## src/arcade_ctrl_pkg.sv

```systemverilog
package arcade_ctrl_pkg;

	// AXI4-Lite bus
	typedef logic [3:0]  axi_addr_t;
	typedef logic [31:0] axi_data_t;

	localparam logic [1:0] RESP_OKAY   = 2'b00;
	localparam logic [1:0] RESP_SLVERR = 2'b10;

	// Register map
	localparam axi_addr_t REG_OPTIONS_ADDR = 4'h0;
	localparam axi_addr_t REG_DIP_ADDR     = 4'h4;

	// Option word fields
	localparam int OPT_RESET_BIT   = 0;
	localparam int OPT_JOYSWAP_BIT = 6;
	localparam int OPT_PAUSE_BIT   = 8;
	localparam int OPT_SENS_LSB    = 9;
	localparam int OPT_SENS_WIDTH  = 3;
	localparam int OPT_INVERT_BIT  = 12;

	// DIP word bytes
	localparam int DIPA_LSB = 0;
	localparam int DIPB_LSB = 8;

	typedef logic signed [7:0] analog_t;
	typedef logic [7:0]        dip_t;

	// Rotary sensitivity as percent of the raw value
	typedef enum logic [OPT_SENS_WIDTH-1:0] {
		SENS_100 = 3'd0,
		SENS_50  = 3'd1,
		SENS_25  = 3'd2,
		SENS_12  = 3'd3,
		SENS_6   = 3'd4,
		SENS_200 = 3'd5,
		SENS_150 = 3'd6,
		SENS_125 = 3'd7
	} sens_t;

endpackage

```

## src/opt_if.sv

```systemverilog
`timescale 1ns/10ps

interface opt_if import arcade_ctrl_pkg::*; ();

	logic  joyswap;
	logic  pause;
	sens_t sens;
	logic  invert;
	logic  reset_req;
	dip_t  dswa;
	dip_t  dswb;

	modport source (
		output joyswap,
		output pause,
		output sens,
		output invert,
		output reset_req,
		output dswa,
		output dswb
	);

	// Analog path only needs the control fields
	modport scale (
		input joyswap,
		input sens,
		input invert
	);

	modport ctrl (
		input pause,
		input reset_req,
		input dswa,
		input dswb
	);

endinterface

```

## src/analog_scale.sv

```systemverilog
`timescale 1ns/10ps

module analog_scale import arcade_ctrl_pkg::*; (
	input  logic    clk_sys,
	input  logic    rst_n_i,
	opt_if.scale    opt,
	input  analog_t analog_p1_i,
	input  analog_t analog_p2_i,
	output analog_t analog_p1_o,
	output analog_t analog_p2_o
);

	// Sums are truncated back to 8 bits, so large values wrap
	function automatic analog_t scale(input analog_t d, input sens_t s, input logic inv);
		analog_t r;
		unique case (s)
			SENS_100: r = d;
			SENS_50:  r = d >>> 1;
			SENS_25:  r = d >>> 2;
			SENS_12:  r = d >>> 3;
			SENS_6:   r = d >>> 4;
			SENS_200: r = d + d;
			SENS_150: r = d + (d >>> 1);
			SENS_125: r = d + (d >>> 2);
		endcase
		if (inv && r != 0) begin
			r = ~r;
		end
		return r;
	endfunction

	analog_t p1_s1;
	analog_t p2_s1;
	analog_t p1_s2;
	analog_t p2_s2;

	// Stage 1 swaps the players
	always_ff @(posedge clk_sys or negedge rst_n_i) begin
		if (!rst_n_i) begin
			p1_s1 <= '0;
			p2_s1 <= '0;
		end else if (opt.joyswap) begin
			p1_s1 <= analog_p2_i;
			p2_s1 <= analog_p1_i;
		end else begin
			p1_s1 <= analog_p1_i;
			p2_s1 <= analog_p2_i;
		end
	end

	// Stage 2 applies sensitivity and invert
	always_ff @(posedge clk_sys or negedge rst_n_i) begin
		if (!rst_n_i) begin
			p1_s2 <= '0;
			p2_s2 <= '0;
		end else begin
			p1_s2 <= scale(p1_s1, opt.sens, opt.invert);
			p2_s2 <= scale(p2_s1, opt.sens, opt.invert);
		end
	end

	assign analog_p1_o = p1_s2;
	assign analog_p2_o = p2_s2;

endmodule

```

## src/arcade_ctrl_top.sv

```systemverilog
`timescale 1ns/10ps

module arcade_ctrl_top import arcade_ctrl_pkg::*; #(
	parameter int NUM_COINS = 4
) (
	input  logic                 clk_sys,
	input  logic                 rst_n_i,

	input  axi_addr_t            s_awaddr_i,
	input  logic                 s_awvalid_i,
	output logic                 s_awready_o,
	input  axi_data_t            s_wdata_i,
	input  logic                 s_wvalid_i,
	output logic                 s_wready_o,
	output logic                 s_bvalid_o,
	output logic [1:0]           s_bresp_o,
	input  logic                 s_bready_i,
	input  axi_addr_t            s_araddr_i,
	input  logic                 s_arvalid_i,
	output logic                 s_arready_o,
	output logic                 s_rvalid_o,
	output axi_data_t            s_rdata_o,
	output logic [1:0]           s_rresp_o,
	input  logic                 s_rready_i,

	input  analog_t              analog_p1_i,
	input  analog_t              analog_p2_i,
	output analog_t              analog_p1_o,
	output analog_t              analog_p2_o,

	input  logic                 download_i,
	input  logic                 reset_button_i,
	input  logic                 vblank_i,
	input  logic [NUM_COINS-1:0] coin_i,
	output logic [NUM_COINS-1:0] coin_o,
	output logic                 sys_reset_o,
	output logic                 pause_o,
	output dip_t                 dswa_o,
	output dip_t                 dswb_o
);

	opt_if opt_bus ();

	opt_regs_decode u_decode (
		.clk_sys     (clk_sys),
		.rst_n_i     (rst_n_i),
		.s_awaddr_i  (s_awaddr_i),
		.s_awvalid_i (s_awvalid_i),
		.s_awready_o (s_awready_o),
		.s_wdata_i   (s_wdata_i),
		.s_wvalid_i  (s_wvalid_i),
		.s_wready_o  (s_wready_o),
		.s_bvalid_o  (s_bvalid_o),
		.s_bresp_o   (s_bresp_o),
		.s_bready_i  (s_bready_i),
		.s_araddr_i  (s_araddr_i),
		.s_arvalid_i (s_arvalid_i),
		.s_arready_o (s_arready_o),
		.s_rvalid_o  (s_rvalid_o),
		.s_rdata_o   (s_rdata_o),
		.s_rresp_o   (s_rresp_o),
		.s_rready_i  (s_rready_i),
		.opt         (opt_bus.source)
	);

	analog_scale u_execute (
		.clk_sys     (clk_sys),
		.rst_n_i     (rst_n_i),
		.opt         (opt_bus.scale),
		.analog_p1_i (analog_p1_i),
		.analog_p2_i (analog_p2_i),
		.analog_p1_o (analog_p1_o),
		.analog_p2_o (analog_p2_o)
	);

	ctrl_result #(
		.NUM_COINS (NUM_COINS)
	) u_result (
		.clk_sys        (clk_sys),
		.rst_n_i        (rst_n_i),
		.opt            (opt_bus.ctrl),
		.download_i     (download_i),
		.reset_button_i (reset_button_i),
		.vblank_i       (vblank_i),
		.coin_i         (coin_i),
		.coin_o         (coin_o),
		.sys_reset_o    (sys_reset_o),
		.pause_o        (pause_o),
		.dswa_o         (dswa_o),
		.dswb_o         (dswb_o)
	);

endmodule

```

## src/ctrl_result.sv

```systemverilog
`timescale 1ns/10ps

module ctrl_result import arcade_ctrl_pkg::*; #(
	parameter int NUM_COINS = 4
) (
	input  logic                 clk_sys,
	input  logic                 rst_n_i,
	opt_if.ctrl                  opt,
	input  logic                 download_i,
	input  logic                 reset_button_i,
	input  logic                 vblank_i,
	input  logic [NUM_COINS-1:0] coin_i,
	output logic [NUM_COINS-1:0] coin_o,
	output logic                 sys_reset_o,
	output logic                 pause_o,
	output dip_t                 dswa_o,
	output dip_t                 dswb_o
);

	logic                 download_q;
	logic                 rom_loaded;
	logic                 sys_reset_q;
	logic                 vblank_q;
	logic                 vblank_rise;
	logic [NUM_COINS-1:0] coin_q;
	logic [NUM_COINS-1:0] press;
	logic [NUM_COINS-1:0] pending;
	logic [NUM_COINS-1:0] latch_q;
	logic [NUM_COINS-1:0] pulse_q;

	// System reset held until the first download has finished
	always_ff @(posedge clk_sys or negedge rst_n_i) begin
		if (!rst_n_i) begin
			download_q  <= 1'b0;
			rom_loaded  <= 1'b0;
			sys_reset_q <= 1'b1;
		end else begin
			download_q  <= download_i;
			sys_reset_q <= download_i | opt.reset_req | reset_button_i | ~rom_loaded;
			if (download_q && !download_i) begin
				rom_loaded <= 1'b1;
			end
		end
	end

	assign vblank_rise = vblank_i & ~vblank_q;
	assign press       = coin_i & ~coin_q;
	assign pending     = latch_q | press;

	// A press waiting behind an active pulse stays latched for the next frame
	always_ff @(posedge clk_sys or negedge rst_n_i) begin
		if (!rst_n_i) begin
			vblank_q <= 1'b0;
			coin_q   <= '0;
			latch_q  <= '0;
			pulse_q  <= '0;
		end else begin
			vblank_q <= vblank_i;
			coin_q   <= coin_i;
			if (vblank_rise) begin
				pulse_q <= ~pulse_q & pending;
				latch_q <= pulse_q & pending;
			end else begin
				latch_q <= pending;
			end
		end
	end

	assign coin_o      = pulse_q;
	assign sys_reset_o = sys_reset_q;
	assign pause_o     = opt.pause;
	assign dswa_o      = opt.dswa;
	assign dswb_o      = opt.dswb;

	a_rom_loaded_sticky: assert property (@(posedge clk_sys) disable iff (!rst_n_i)
		rom_loaded |=> rom_loaded);

endmodule

```

## src/opt_regs_decode.sv

```systemverilog
`timescale 1ns/10ps

module opt_regs_decode import arcade_ctrl_pkg::*; (
	input  logic       clk_sys,
	input  logic       rst_n_i,

	input  axi_addr_t  s_awaddr_i,
	input  logic       s_awvalid_i,
	output logic       s_awready_o,
	input  axi_data_t  s_wdata_i,
	input  logic       s_wvalid_i,
	output logic       s_wready_o,
	output logic       s_bvalid_o,
	output logic [1:0] s_bresp_o,
	input  logic       s_bready_i,

	input  axi_addr_t  s_araddr_i,
	input  logic       s_arvalid_i,
	output logic       s_arready_o,
	output logic       s_rvalid_o,
	output axi_data_t  s_rdata_o,
	output logic [1:0] s_rresp_o,
	input  logic       s_rready_i,

	opt_if.source      opt
);

	function automatic logic addr_hit(input axi_addr_t addr);
		return (addr == REG_OPTIONS_ADDR) || (addr == REG_DIP_ADDR);
	endfunction

	logic       aw_ready_q;
	logic       b_valid_q;
	logic [1:0] b_resp_q;
	logic       ar_ready_q;
	logic       r_valid_q;
	logic [1:0] r_resp_q;
	axi_data_t  r_data_q;
	axi_data_t  rd_word;
	axi_data_t  opt_q;
	axi_data_t  dip_q;
	logic       wr_fire;
	logic       rd_fire;

	assign wr_fire = aw_ready_q && s_awvalid_i && s_wvalid_i;
	assign rd_fire = ar_ready_q && s_arvalid_i;

	// Unmapped addresses read as zero
	always_comb begin
		case (s_araddr_i)
			REG_OPTIONS_ADDR: rd_word = opt_q;
			REG_DIP_ADDR:     rd_word = dip_q;
			default:          rd_word = '0;
		endcase
	end

	always_ff @(posedge clk_sys or negedge rst_n_i) begin
		if (!rst_n_i) begin
			aw_ready_q <= 1'b0;
			b_valid_q  <= 1'b0;
			ar_ready_q <= 1'b0;
			r_valid_q  <= 1'b0;
			opt_q      <= '0;
			dip_q      <= '0;
		end else begin
			// Write accepted only with both channels valid and no response pending
			if (aw_ready_q) begin
				aw_ready_q <= 1'b0;
			end else if (!b_valid_q && s_awvalid_i && s_wvalid_i) begin
				aw_ready_q <= 1'b1;
			end
			if (wr_fire) begin
				b_valid_q <= 1'b1;
			end else if (s_bready_i) begin
				b_valid_q <= 1'b0;
			end
			if (wr_fire && s_awaddr_i == REG_OPTIONS_ADDR) begin
				opt_q <= s_wdata_i;
			end
			if (wr_fire && s_awaddr_i == REG_DIP_ADDR) begin
				dip_q <= s_wdata_i;
			end

			// Read side
			if (ar_ready_q) begin
				ar_ready_q <= 1'b0;
			end else if (!r_valid_q && s_arvalid_i) begin
				ar_ready_q <= 1'b1;
			end
			if (rd_fire) begin
				r_valid_q <= 1'b1;
			end else if (s_rready_i) begin
				r_valid_q <= 1'b0;
			end
		end
	end

	always_ff @(posedge clk_sys) begin
		if (wr_fire) begin
			b_resp_q <= addr_hit(s_awaddr_i) ? RESP_OKAY : RESP_SLVERR;
		end
		if (rd_fire) begin
			r_resp_q <= addr_hit(s_araddr_i) ? RESP_OKAY : RESP_SLVERR;
			r_data_q <= rd_word;
		end
	end

	assign s_awready_o = aw_ready_q;
	assign s_wready_o  = aw_ready_q;
	assign s_bvalid_o  = b_valid_q;
	assign s_bresp_o   = b_resp_q;
	assign s_arready_o = ar_ready_q;
	assign s_rvalid_o  = r_valid_q;
	assign s_rdata_o   = r_data_q;
	assign s_rresp_o   = r_resp_q;

	// DIP switches are active low
	assign opt.reset_req = opt_q[OPT_RESET_BIT];
	assign opt.joyswap   = opt_q[OPT_JOYSWAP_BIT];
	assign opt.pause     = opt_q[OPT_PAUSE_BIT];
	assign opt.sens      = sens_t'(opt_q[OPT_SENS_LSB +: OPT_SENS_WIDTH]);
	assign opt.invert    = opt_q[OPT_INVERT_BIT];
	assign opt.dswa      = ~dip_q[DIPA_LSB +: $bits(dip_t)];
	assign opt.dswb      = ~dip_q[DIPB_LSB +: $bits(dip_t)];

	a_bvalid_hold: assert property (@(posedge clk_sys) disable iff (!rst_n_i)
		s_bvalid_o && !s_bready_i |=> s_bvalid_o && $stable(s_bresp_o));

	a_rvalid_hold: assert property (@(posedge clk_sys) disable iff (!rst_n_i)
		s_rvalid_o && !s_rready_i |=> s_rvalid_o && $stable(s_rdata_o) && $stable(s_rresp_o));

endmodule
```

## config.mk

```make
export PLATFORM = sky130hd
export DESIGN_NAME = arcade_ctrl_top
export DESIGN_NICKNAME = d
export VERILOG_FILES = /design/src/arcade_ctrl_pkg.sv /design/src/opt_if.sv /design/src/analog_scale.sv /design/src/arcade_ctrl_top.sv /design/src/ctrl_result.sv /design/src/opt_regs_decode.sv
export SDC_FILE = /design/constraint.sdc
export NUM_CORES = 1
export LEC_CHECK = 0
export BUFFER_PORTS_ARGS = -buffer_cell sky130_fd_sc_hd__buf_2
export CAP_MARGIN = 20
export CORE_MARGIN = 2
export CORE_UTILIZATION = 30
export DETAILED_ROUTE_END_ITERATION = 7
export GPL_TIMING_DRIVEN = 0
export HOLD_SLACK_MARGIN = 0.03
export PLACE_DENSITY_LB_ADDON = 0.25
export RECOVER_POWER = 25
export SLEW_MARGIN = 10
export SYNTH_ARGS = -nofsm -noshare
export SYNTH_HDL_FRONTEND = slang
export SYNTH_SLANG_ARGS = --single-unit
```

## constraint.sdc

```tcl
create_clock -name clk_sys -period 4.7 [get_ports clk_sys]
set_clock_uncertainty 0.05 [all_clocks]
set_input_delay 0.47 -clock clk_sys [delete_from_list [all_inputs] [get_ports clk_sys]]
set_output_delay 0.47 -clock clk_sys [all_outputs]
set_load 0.01 [all_outputs]
```

Word level (Yosys, flattened, before mapping)
Cells that the tools add are included.
{ "word_totals": {"reg_bits": 152, "elab_cells": 92} }
{ "classes": {"n_addsub": 6, "eq_ne": 9, "n_mux": 18, "bitwise_logic": 16, "reduce_logical": 23} }
{ "ops": {"columns": ["operator", "n"], "rows": [
  ["$pmux 8 s8", 2],
  ["$pmux 32 s2", 1],
  ["$reduce_bool 32->1", 2],
  ["$mux 8", 4],
  ["$not 8->8", 4],
  ["$add 8x6->8", 2],
  ["$add 8x7->8", 2],
  ["$add 8x8->8", 2],
  ["$and 4x4->4", 3],
  ["$eq 3x3->1 const B", 4],
  ["$logic_and 1x1->1", 11],
  ["$eq 4x3->1 const B", 2],
  ["$logic_not 4->1", 2],
  ["$mux 1", 8],
  ["$not 4->4", 2],
  ["$eq 3x2->1 const B", 2],
  ["$mux 2", 2],
  ["$mux 4", 1],
  ["$or 4x4->4", 1],
  ["$reduce_bool 2->1", 2],
  ["$eq 3x1->1 const B", 1],
  ["$logic_not 1->1", 3],
  ["$logic_not 3->1", 1],
  ["$or 1x1->1", 3],
  ["other kinds (3)", 5]
]} }

Logic depth before layout (Yosys ltp)
Gate-level depths: netlist of the first run.
{ "depth": {"ltp_word": 5, "mapped_depth": 16, "ltp_nobuf": 13} }

Modules after synthesis
Synthesis of the first run repeated with hierarchy kept, for this count alone.
{ "unflattened": {"hier_cells": 700, "hier_area_um2": 7940.1} }
{ "by_module_without_submodules": {"columns": ["module", "n_inst", "cells_each", "area_per_inst_um2", "seq_area_each_um2"], "rows": [
  ["opt_regs_decode", 1, 282, 4156.5, 2722.6],
  ["analog_scale", 1, 357, 3054.2, 800.8],
  ["ctrl_result", 1, 61, 729.4, 401.6]
]} }

Worst setup path before layout of the first run
No wires, ideal clock.
{ "synth_timing": {"path_kind": "reg-to-reg", "start": "register u_decode.opt_q[11]", "end": "register u_execute.p2_s2[7] (netlist: u_execute.analog_p2_o[7])", "setup_ns": 0.125, "arrival_time_ns": 3.229, "required_time_ns": 4.525, "slack_ns": 1.296, "path_stages_with_launch": 17, "n_path_buf": 3, "period_less_slack_ns": 3.404, "cell_sequence": "dfrtp_1 buf_2 buf_2 nand2_1 clkbuf_1 nand2_1 o21ai_0 ha_1 inv_1 fa_1 nand2b_1 a21oi_1 xor2_1 a211oi_4 nor4b_1 a21oi_1 mux2_2"} }
{ "synth_via": {"elab_chain_cells": 5, "word_cells_on_any_way": 13, "cone_classes": "7 x eq/ne; 2 x mux; 1 x bitwise; 3 x reduce/logical"} }
{ "synth_rtl": {"columns": ["element", "line", "source"], "rows": [
  ["from (decl)", "opt_regs_decode.sv:40", "axi_data_t opt_q;"],
  ["from (signal assigned)", "opt_regs_decode.sv:78", "opt_q <= s_wdata_i;"],
  ["$eq 3x3->1, or another cell as far along", "analog_scale.sv:16", "unique case (s)"],
  ["$pmux 8 s8 (*)", "analog_scale.sv:16", null],
  ["$reduce_bool 32->1", "analog_scale.sv:26", "if (inv && r != 0) begin"],
  ["$logic_and 1x1->1", "analog_scale.sv:26", null],
  ["$mux 8 (*)", "analog_scale.sv:26", null],
  ["to (signal assigned)", "analog_scale.sv:58", "p2_s2 <= scale(p2_s1, opt.sens, opt.invert);"],
  ["to (decl)", "analog_scale.sv:35", "analog_t p2_s2;"]
]} }
Mark *: on every way between the ends. The rest lies on a longest branch, timed or not.
A chain may end at the register's enable or synchronous reset.

Worst setup path in the final report of the first run
Same ends and word-level chain as after synthesis.

==> results of run 1 <==
[power by group through the flow]
stage | registers, mW | logic (mW) | clock network [mW]
5_1_grt | 1.58 | 1.09 | 1.46
3_5_place_dp | 1.59 | 0.993 | 0
2_1_floorplan | 1.62 | 0.619 | 0
3_3_place_gp | 1.59 | 0.978 | 0
4_1_cts | 1.56 | 0.998 | 1.41
6_report | 1.56 | 0.982 | 1.36
[layout by cell type, fill, tap and decap left out, drive strengths merged, types with 3 or more instances in the layout]
| cell | n |
|---|---|
| buf | 164 |
| dfrtp | 115 |
| mux2 | 81 |
| nor2 | 68 |
| inv | 47 |
| mux2i | 42 |
| clkbuf | 39 |
| edfxtp | 34 |
| nand2 | 33 |
| o21ai | 27 |
| a21oi | 20 |
| nand2b | 15 |
| ha | 14 |
| nor3 | 12 |
| a21o | 9 |
| nand3 | 8 |
| o22ai | 8 |
| xnor2 | 7 |
| nor2b | 6 |
| xor2 | 5 |
| a21boi | 4 |
| clkinv | 4 |
| or3 | 3 |
| nand4 | 3 |
| a31oi | 3 |
| nor3b | 3 |
| or2 | 3 |
| a211oi | 3 |
[area by class of cell]
| type | count | area (µm²) | area share, % |
|---|---|---|---|
| tap | 324 | 405.4 | 4.371 |
| clock buffer | 20 | 479.2 | 5.167 |
| buffer | 36 | 191.4 | 2.064 |
| inverter | 39 | 146.4 | 1.578 |
| clock inverter | 12 | 122.6 | 1.322 |
| multi-input combinational | 420 | 3243 | 34.97 |
| timing repair buffer | 148 | 762.0 | 8.215 |
| sequential | 150 | 3925 | 42.32 |
[how the worst max path moves through the flow]
stage / endpoint / slack (ns) / cells after the start
2_1_floorplan: u_execute.analog_p2_o[7] / 1.30 / 16
3_3_place_gp: u_execute.analog_p2_o[7] / 0.63 / 16
3_5_place_dp: u_execute.analog_p2_o[7] / 0.64 / 15
4_1_cts: u_execute.analog_p2_o[7] / 0.63 / 15
5_1_grt: u_execute.analog_p1_o[7] / 0.27 / 16
6_report: u_execute.analog_p2_o[7] / 0.63 / 15
[state kept, by name (all words and copies together), names as in the netlist, 4 cells and up]
signal,count
u_execute.analog_p1_o,8
u_decode.opt_q,32
u_execute.analog_p2_o,8
u_result.latch_q,4
u_result.coin_q,4
u_execute.p1_s1,8
u_decode.dip_q,32
u_decode.s_rdata_o,32
u_execute.p2_s1,8
u_result.coin_o,4
[worst register-to-register path: cells and delay by family, from the launching register on]
kind | cells | cell delay (ns)
AO/OA/AOI/OAI | 4 | 0.85
AND/OR/NAND/NOR | 3 | 0.72
XOR/XNOR | 1 | 0.13
buffers and inverters | 4 | 0.86
adder cells (fa/ha/maj) | 2 | 0.66
flip-flops | 1 | 0.39
multiplexers | 1 | 0.28
[cell families after synthesis]
kind of cell	after synthesis
AO/OA/AOI/OAI	101
other	1
multiplexers	124
AND/OR/NAND/NOR	165
adder cells (fa/ha/maj)	16
flip-flops	150
buffers and inverters	75
XOR/XNOR	12
[routing by layer]
layer / vias up / share of wire (%) / track usage (%) / wire length (µm)
met5: - / 0.069 / 0 / 13
met4: 2 / 0.75 / 3.741 / 142
met3: 13 / 4.9 / 3.294 / 927
met2: 132 / 46 / 23.17 / 8710
met1: 2649 / 48 / 20.69 / 9069
li1: 2609 / - / - / -
[stage by stage]
step	hold WS, ns	setup WS (ns)	power [mW]	instance area [µm²]	cells
2_1_floorplan	0.1244	1.296	2.235	7506	645
5_1_grt	0.08637	0.2667	4.137	9275	1149
6_report	0.1128	0.6331	3.905	9275	1149
4_1_cts	0.09517	0.6304	3.970	9304	1149
3_3_place_gp	0.3844	0.6333	2.567	8637	1114
3_5_place_dp	0.3876	0.6382	2.583	8692	1116
[what timing repair did]
item                       CTS  global route
gates resized for setup      0             0
setup endpoints to repair    0             0
hold endpoints to repair    54             0
hold buffers                 1             0
==> impl_metrics.ini, run 1 <==
[synth]
avgSynthCellArea_um2 = 11.65
ys_seq_elements = 150
synth_top_family_by_area = multiplexers
synthCells = 644
synth_cell_types = 76
synth-compound-area-share_pct = 9.873
synth_largest_area_cell = dfrtp_1
synth_mux_area_share_pct = 18.11
synth_area_leaders = dfrtp_1, edfxtp_1, mux2_2
syn_area_um2 = 7502
yosys-top-cells-count = dfrtp_1, mux2_2, nor2_1, mux2i_1, inv_1
synth-xor-area-share_pct = 1.401
synth_seq_area_share_pct = 52.32
synth_edf_count = 34
synthFlopType = dfrtp_1
synthSimpleGateAreaFrac_pct = 10.87
yosys_warnings = 0
async_flop_share_pct = 77.33
synth-adder-area-share_pct = 2.869
synth_top_area_share_pct = 38.36
synth.most_common_cell = dfrtp_1

[die]
start_util_pct = 30.67
rows = 57
core_area_um2 = 24460
pin_count = 149
dieWidth_um = 162.1
die_h_um = 162.1
die_area_um2 = 26290

[drt]
drtIter0Drc = 281
vias = 5405
final_antenna_net_count = 0
wl_um = 18860
wl_per_cell_um = 16.42
drc = 0
dr.pass1.iters = 4
via_per_inst = 4.704

[setup_path]
cpLargestDelayFamily = buffers and inverters
worst_path_largest_cell_delay_ns = 0.43
crit_slowest_cell = fa_1
reg2reg_depth = 15
crit_type = register to register
arrival_ns = 4.32
cp.required_ns = 4.95
critPathBufInv = 4
crit_start = u_decode.opt_q[11]
cp_cell_sequence = buf_2 > buf_2 > nand2_1 > clkbuf_1 > o21ai_0 > ha_1 > inv_1 > fa_1 > nand2b_1 > a21oi_1 > xor2_1 > a211oi_4 > nor4b_1 > a21oi_1 > mux2_2
r2r-end = u_execute.analog_p2_o[7]
ff2ff_setup_slack_ns = 0.63
cp-end-kind = register
r2r_start = u_decode.opt_q[11]
worstPathMaxFanout = 10
cp-start-kind = register

[sta]
setup_violations = 0
slew_viol_final = 82
hold_viol = 0
fin_crit_ns = 4.067
finalSetupTns_ns = 0
grt_setup_unrepaired = false
worstMarginPinSlew_ns = 3.094
max_slew_margin_pct = -106.3
max_freq_ghz = 0.2459
fin_crit_sh_pct = 86.53

[final_layout]
layout.nets = 898
fin_util_pct = 37.92
antenna_cells = 0
syn_to_final_growth_pct = 23.63
fill_cells = 2453
drive_above_1_share_pct = 35.27

[global_routing]
grt_pass1_wl_um = 29840
antenna_found_initial = 1
track_usage_pct = 14.75
grt_start_max_net_pins = 63
grt_pass1_vias = 5293
gr-total-overflow = 0

[clock_tree]
htree_levels = 4
insertion_delay_ns = 0.43
cts_inserted_buffers = 17
cts_tree = yes
clock_path_buffers = 2
cts_sinks = 150
post-cts-setup-buffers = 0
clock-root-buffer = clkbuf_16
clkTransAtPathRegs_ns = 0.07

[job]
cap_violations = 2

[pwr]
seqPwrFrac_pct = 40.0
leakagePower_nw = 4.217
combPwrFrac_pct = 25.2
p_switching_mw = 1.236
p_per_area_nw_per_um2 = 421.0
p_int_mw = 2.669
swShare_pct = 31.65
pwr-share-clk_pct = 34.8
vdd.ir_drop.worst_mv = 0.2120

[placement]
dpl.hpwl_um = 13920
io_buffer_count = 145
gp_congestion = 0.8600

[worst_hold_path]
hold_path_startpoint = coin_i[1]
min_path_type = input pin to register
worstHoldEndpoint = u_result.coin_q[1]
hold_path_depth = 1

[run_status]
status = complete, but fails checks
violations = capacitance limit, slew limit
Power figures use the tool's default switching activity.
==> run 2: changes to the inputs <==
- CORE_ASPECT_RATIO: unset -> 0.5
==> run 2 against run 1 <==
The flow still finishes with violations (capacitance limit, slew limit). Clock-buffer cell count grew 1. Wire length grew 2.4%. Via count grew 0.44%. First-iteration DRC count grew 40%. Sequential share of layout area grew 0.12 points. Total power is essentially flat. Cell count grew 1.0%. Critical path depth grew 1. Register-to-register slack lost 0.05 ns. Hold slack gained 0.012 ns. Sequential power is essentially flat. Cell area shrank 0.28%. Critical endpoint is now u_execute.analog_p1_o[7]. Largest cell class unchanged.
==> impl_metrics.ini, run 2 (synthesis results as in run 1) <==
[final_layout]
layout.cells.non_filler = 1161
antenna_cells = 0
layout_common_cells = buf_2, dfrtp_1, mux2_2
drive_above_1_share_pct = 34.91
syn_to_final_growth_pct = 23.28
final_common_cell = buf_2
layout.nets = 898

[drt]
drc = 0
vias = 5429
wl_um = 19320
drtIter0Drc = 393
wl_per_cell_um = 16.64
via_per_inst = 4.676
dr.pass1.iters = 7
final_antenna_net_count = 0

[clock_tree]
cts_sinks = 150
htree_levels = 4
cts_resized = 0
clkTransAtPathRegs_ns = 0.06
clock-root-buffer = clkbuf_16
cts_inserted_buffers = 17
cts_tree = yes
post-cts-setup-buffers = 0
clock_path_buffers = 2
insertion_delay_ns = 0.42

[die]
die_h_um = 115.8
core_area_um2 = 24270
rows = 40
pin_count = 149
die_area_um2 = 26370
start_util_pct = 30.91
dieWidth_um = 227.6

[run_status]
status = complete, but fails checks
violations = capacitance limit, slew limit

[global_routing]
gr-total-overflow = 0
grt_start_max_net_pins = 83
antenna_found_initial = 0
grt_pass1_wl_um = 30440
track_usage_pct = 15.32
grt_pass1_vias = 5601

[worst_hold_path]
min_path_type = input pin to register

[pwr]
vdd.ir_drop.worst_mv = 0.2488
p_per_area_nw_per_um2 = 422.0
leakagePower_nw = 4.191

[setup_path]
cp-start-kind = register
arrival_ns = 4.34
worst_path_largest_cell_delay_ns = 0.43
worstPathMaxFanout = 10
cp-end-kind = register
cp.required_ns = 4.93
crit_type = register to register
crit_slowest_cell = clkbuf_1
cpLargestDelayFamily = compound AO/OA/AOI/OAI gates
ff2ff_setup_slack_ns = 0.58
cp_cell_sequence = buf_2 > buf_2 > nand2_1 > clkbuf_1 > nand2_1 > o21ai_0 > ha_1 > inv_1 > fa_1 > nand2b_1 > a21oi_1 > xor2_1 > a211oi_2 > nand4b_4 > o311ai_0 > o21ai_0
critPathBufInv = 4

[placement]
dpl.hpwl_um = 13900
gp_congestion = 0.8424
io_buffer_count = 145
dp_cells = 1128

[job]
cap_violations = 2

[sta]
setup_violations = 0
fin_crit_sh_pct = 87.59
slew_viol_final = 119
fin_crit_ns = 4.117
finalSetupTns_ns = 0
max_slew_margin_pct = -27.45
hold_viol = 0
grt_setup_unrepaired = false
max_freq_ghz = 0.2429
worstMarginPinSlew_ns = 1.912
run 2: per-stage QoR:
step / utilization (%) / power [mW] / hold slack [ns] / setup slack (ns) / cell area, µm²
2_1_floorplan: - / 2.235 / 0.1244 / 1.296 / 7506
3_3_place_gp: 35.64 / 2.544 / 0.3809 / 0.6491 / 8652
6_report: 38.10 / 3.903 / 0.1244 / 0.5833 / 9249
3_5_place_dp: 35.90 / 2.567 / 0.3378 / 0.6597 / 8715
4_1_cts: 38.36 / 3.957 / 0.09130 / 0.6251 / 9310
5_1_grt: 38.10 / 4.130 / 0.09511 / 0.1082 / 9249
run 2: timing repair:
item,4_1_cts,5_1_grt
hold buffers,1,0
endpoints found under the hold margin,34,0
endpoints found under the setup margin,0,0
run 2: path summary, 6_finish.rpt:
kind                                                  to  depth (start not counted)                 start
min in group asynchronous       u_execute.analog_p1_o[2]                          2               rst_n_i
max in group asynchronous             u_decode.opt_q[10]                          3               rst_n_i
worst max register to register  u_execute.analog_p1_o[7]                         16    u_decode.opt_q[11]
worst min-delay path                  u_result.coin_q[3]                          1             coin_i[3]
worst max-delay path            u_execute.analog_p1_o[7]                         16    u_decode.opt_q[11]
worst min register to register      u_decode.s_arready_o                          1  u_decode.s_arready_o
run 2: area by class of cell:
cell class	count	area, µm²
fill	2435	15020
sequential	150	3925
multi-input combinational	420	3243
timing repair buffer	148	737.0
clock buffer	21	460.4
tap	336	420.4
buffer	36	191.4
inverter	39	146.4
clock inverter	11	125.1
run 2: power by group:
| group | switching (mW) | total (mW) | internal (mW) |
|---|---|---|---|
| clock | 0.560 | 1.37 | 0.812 |
| sequential | 0.0718 | 1.55 | 1.48 |
| combinational | 0.560 | 0.977 | 0.417 |
| total | 1.19 | 3.90 | 2.71 |
run 2: worst reg2reg max path, delay by kind of cell, from the launching register on:
kind,cells,cell delay [ns]
buf+inv,4,0.94
flops,1,0.41
simple gates,4,0.64
compound gates,5,1.19
xor+xnor,1,0.11
fa+ha+maj,2,0.62
run 2: layer usage:
metal / global-route usage [%] / vias up / share of wire [%]
met5: 0 / - / 0
met1: 19.23 / 2711 / 46
li1: - / 2607 / -
met3: 3.524 / 12 / 3.4
met2: 26.59 / 99 / 50
met4: 4.532 / 0 / 0.74
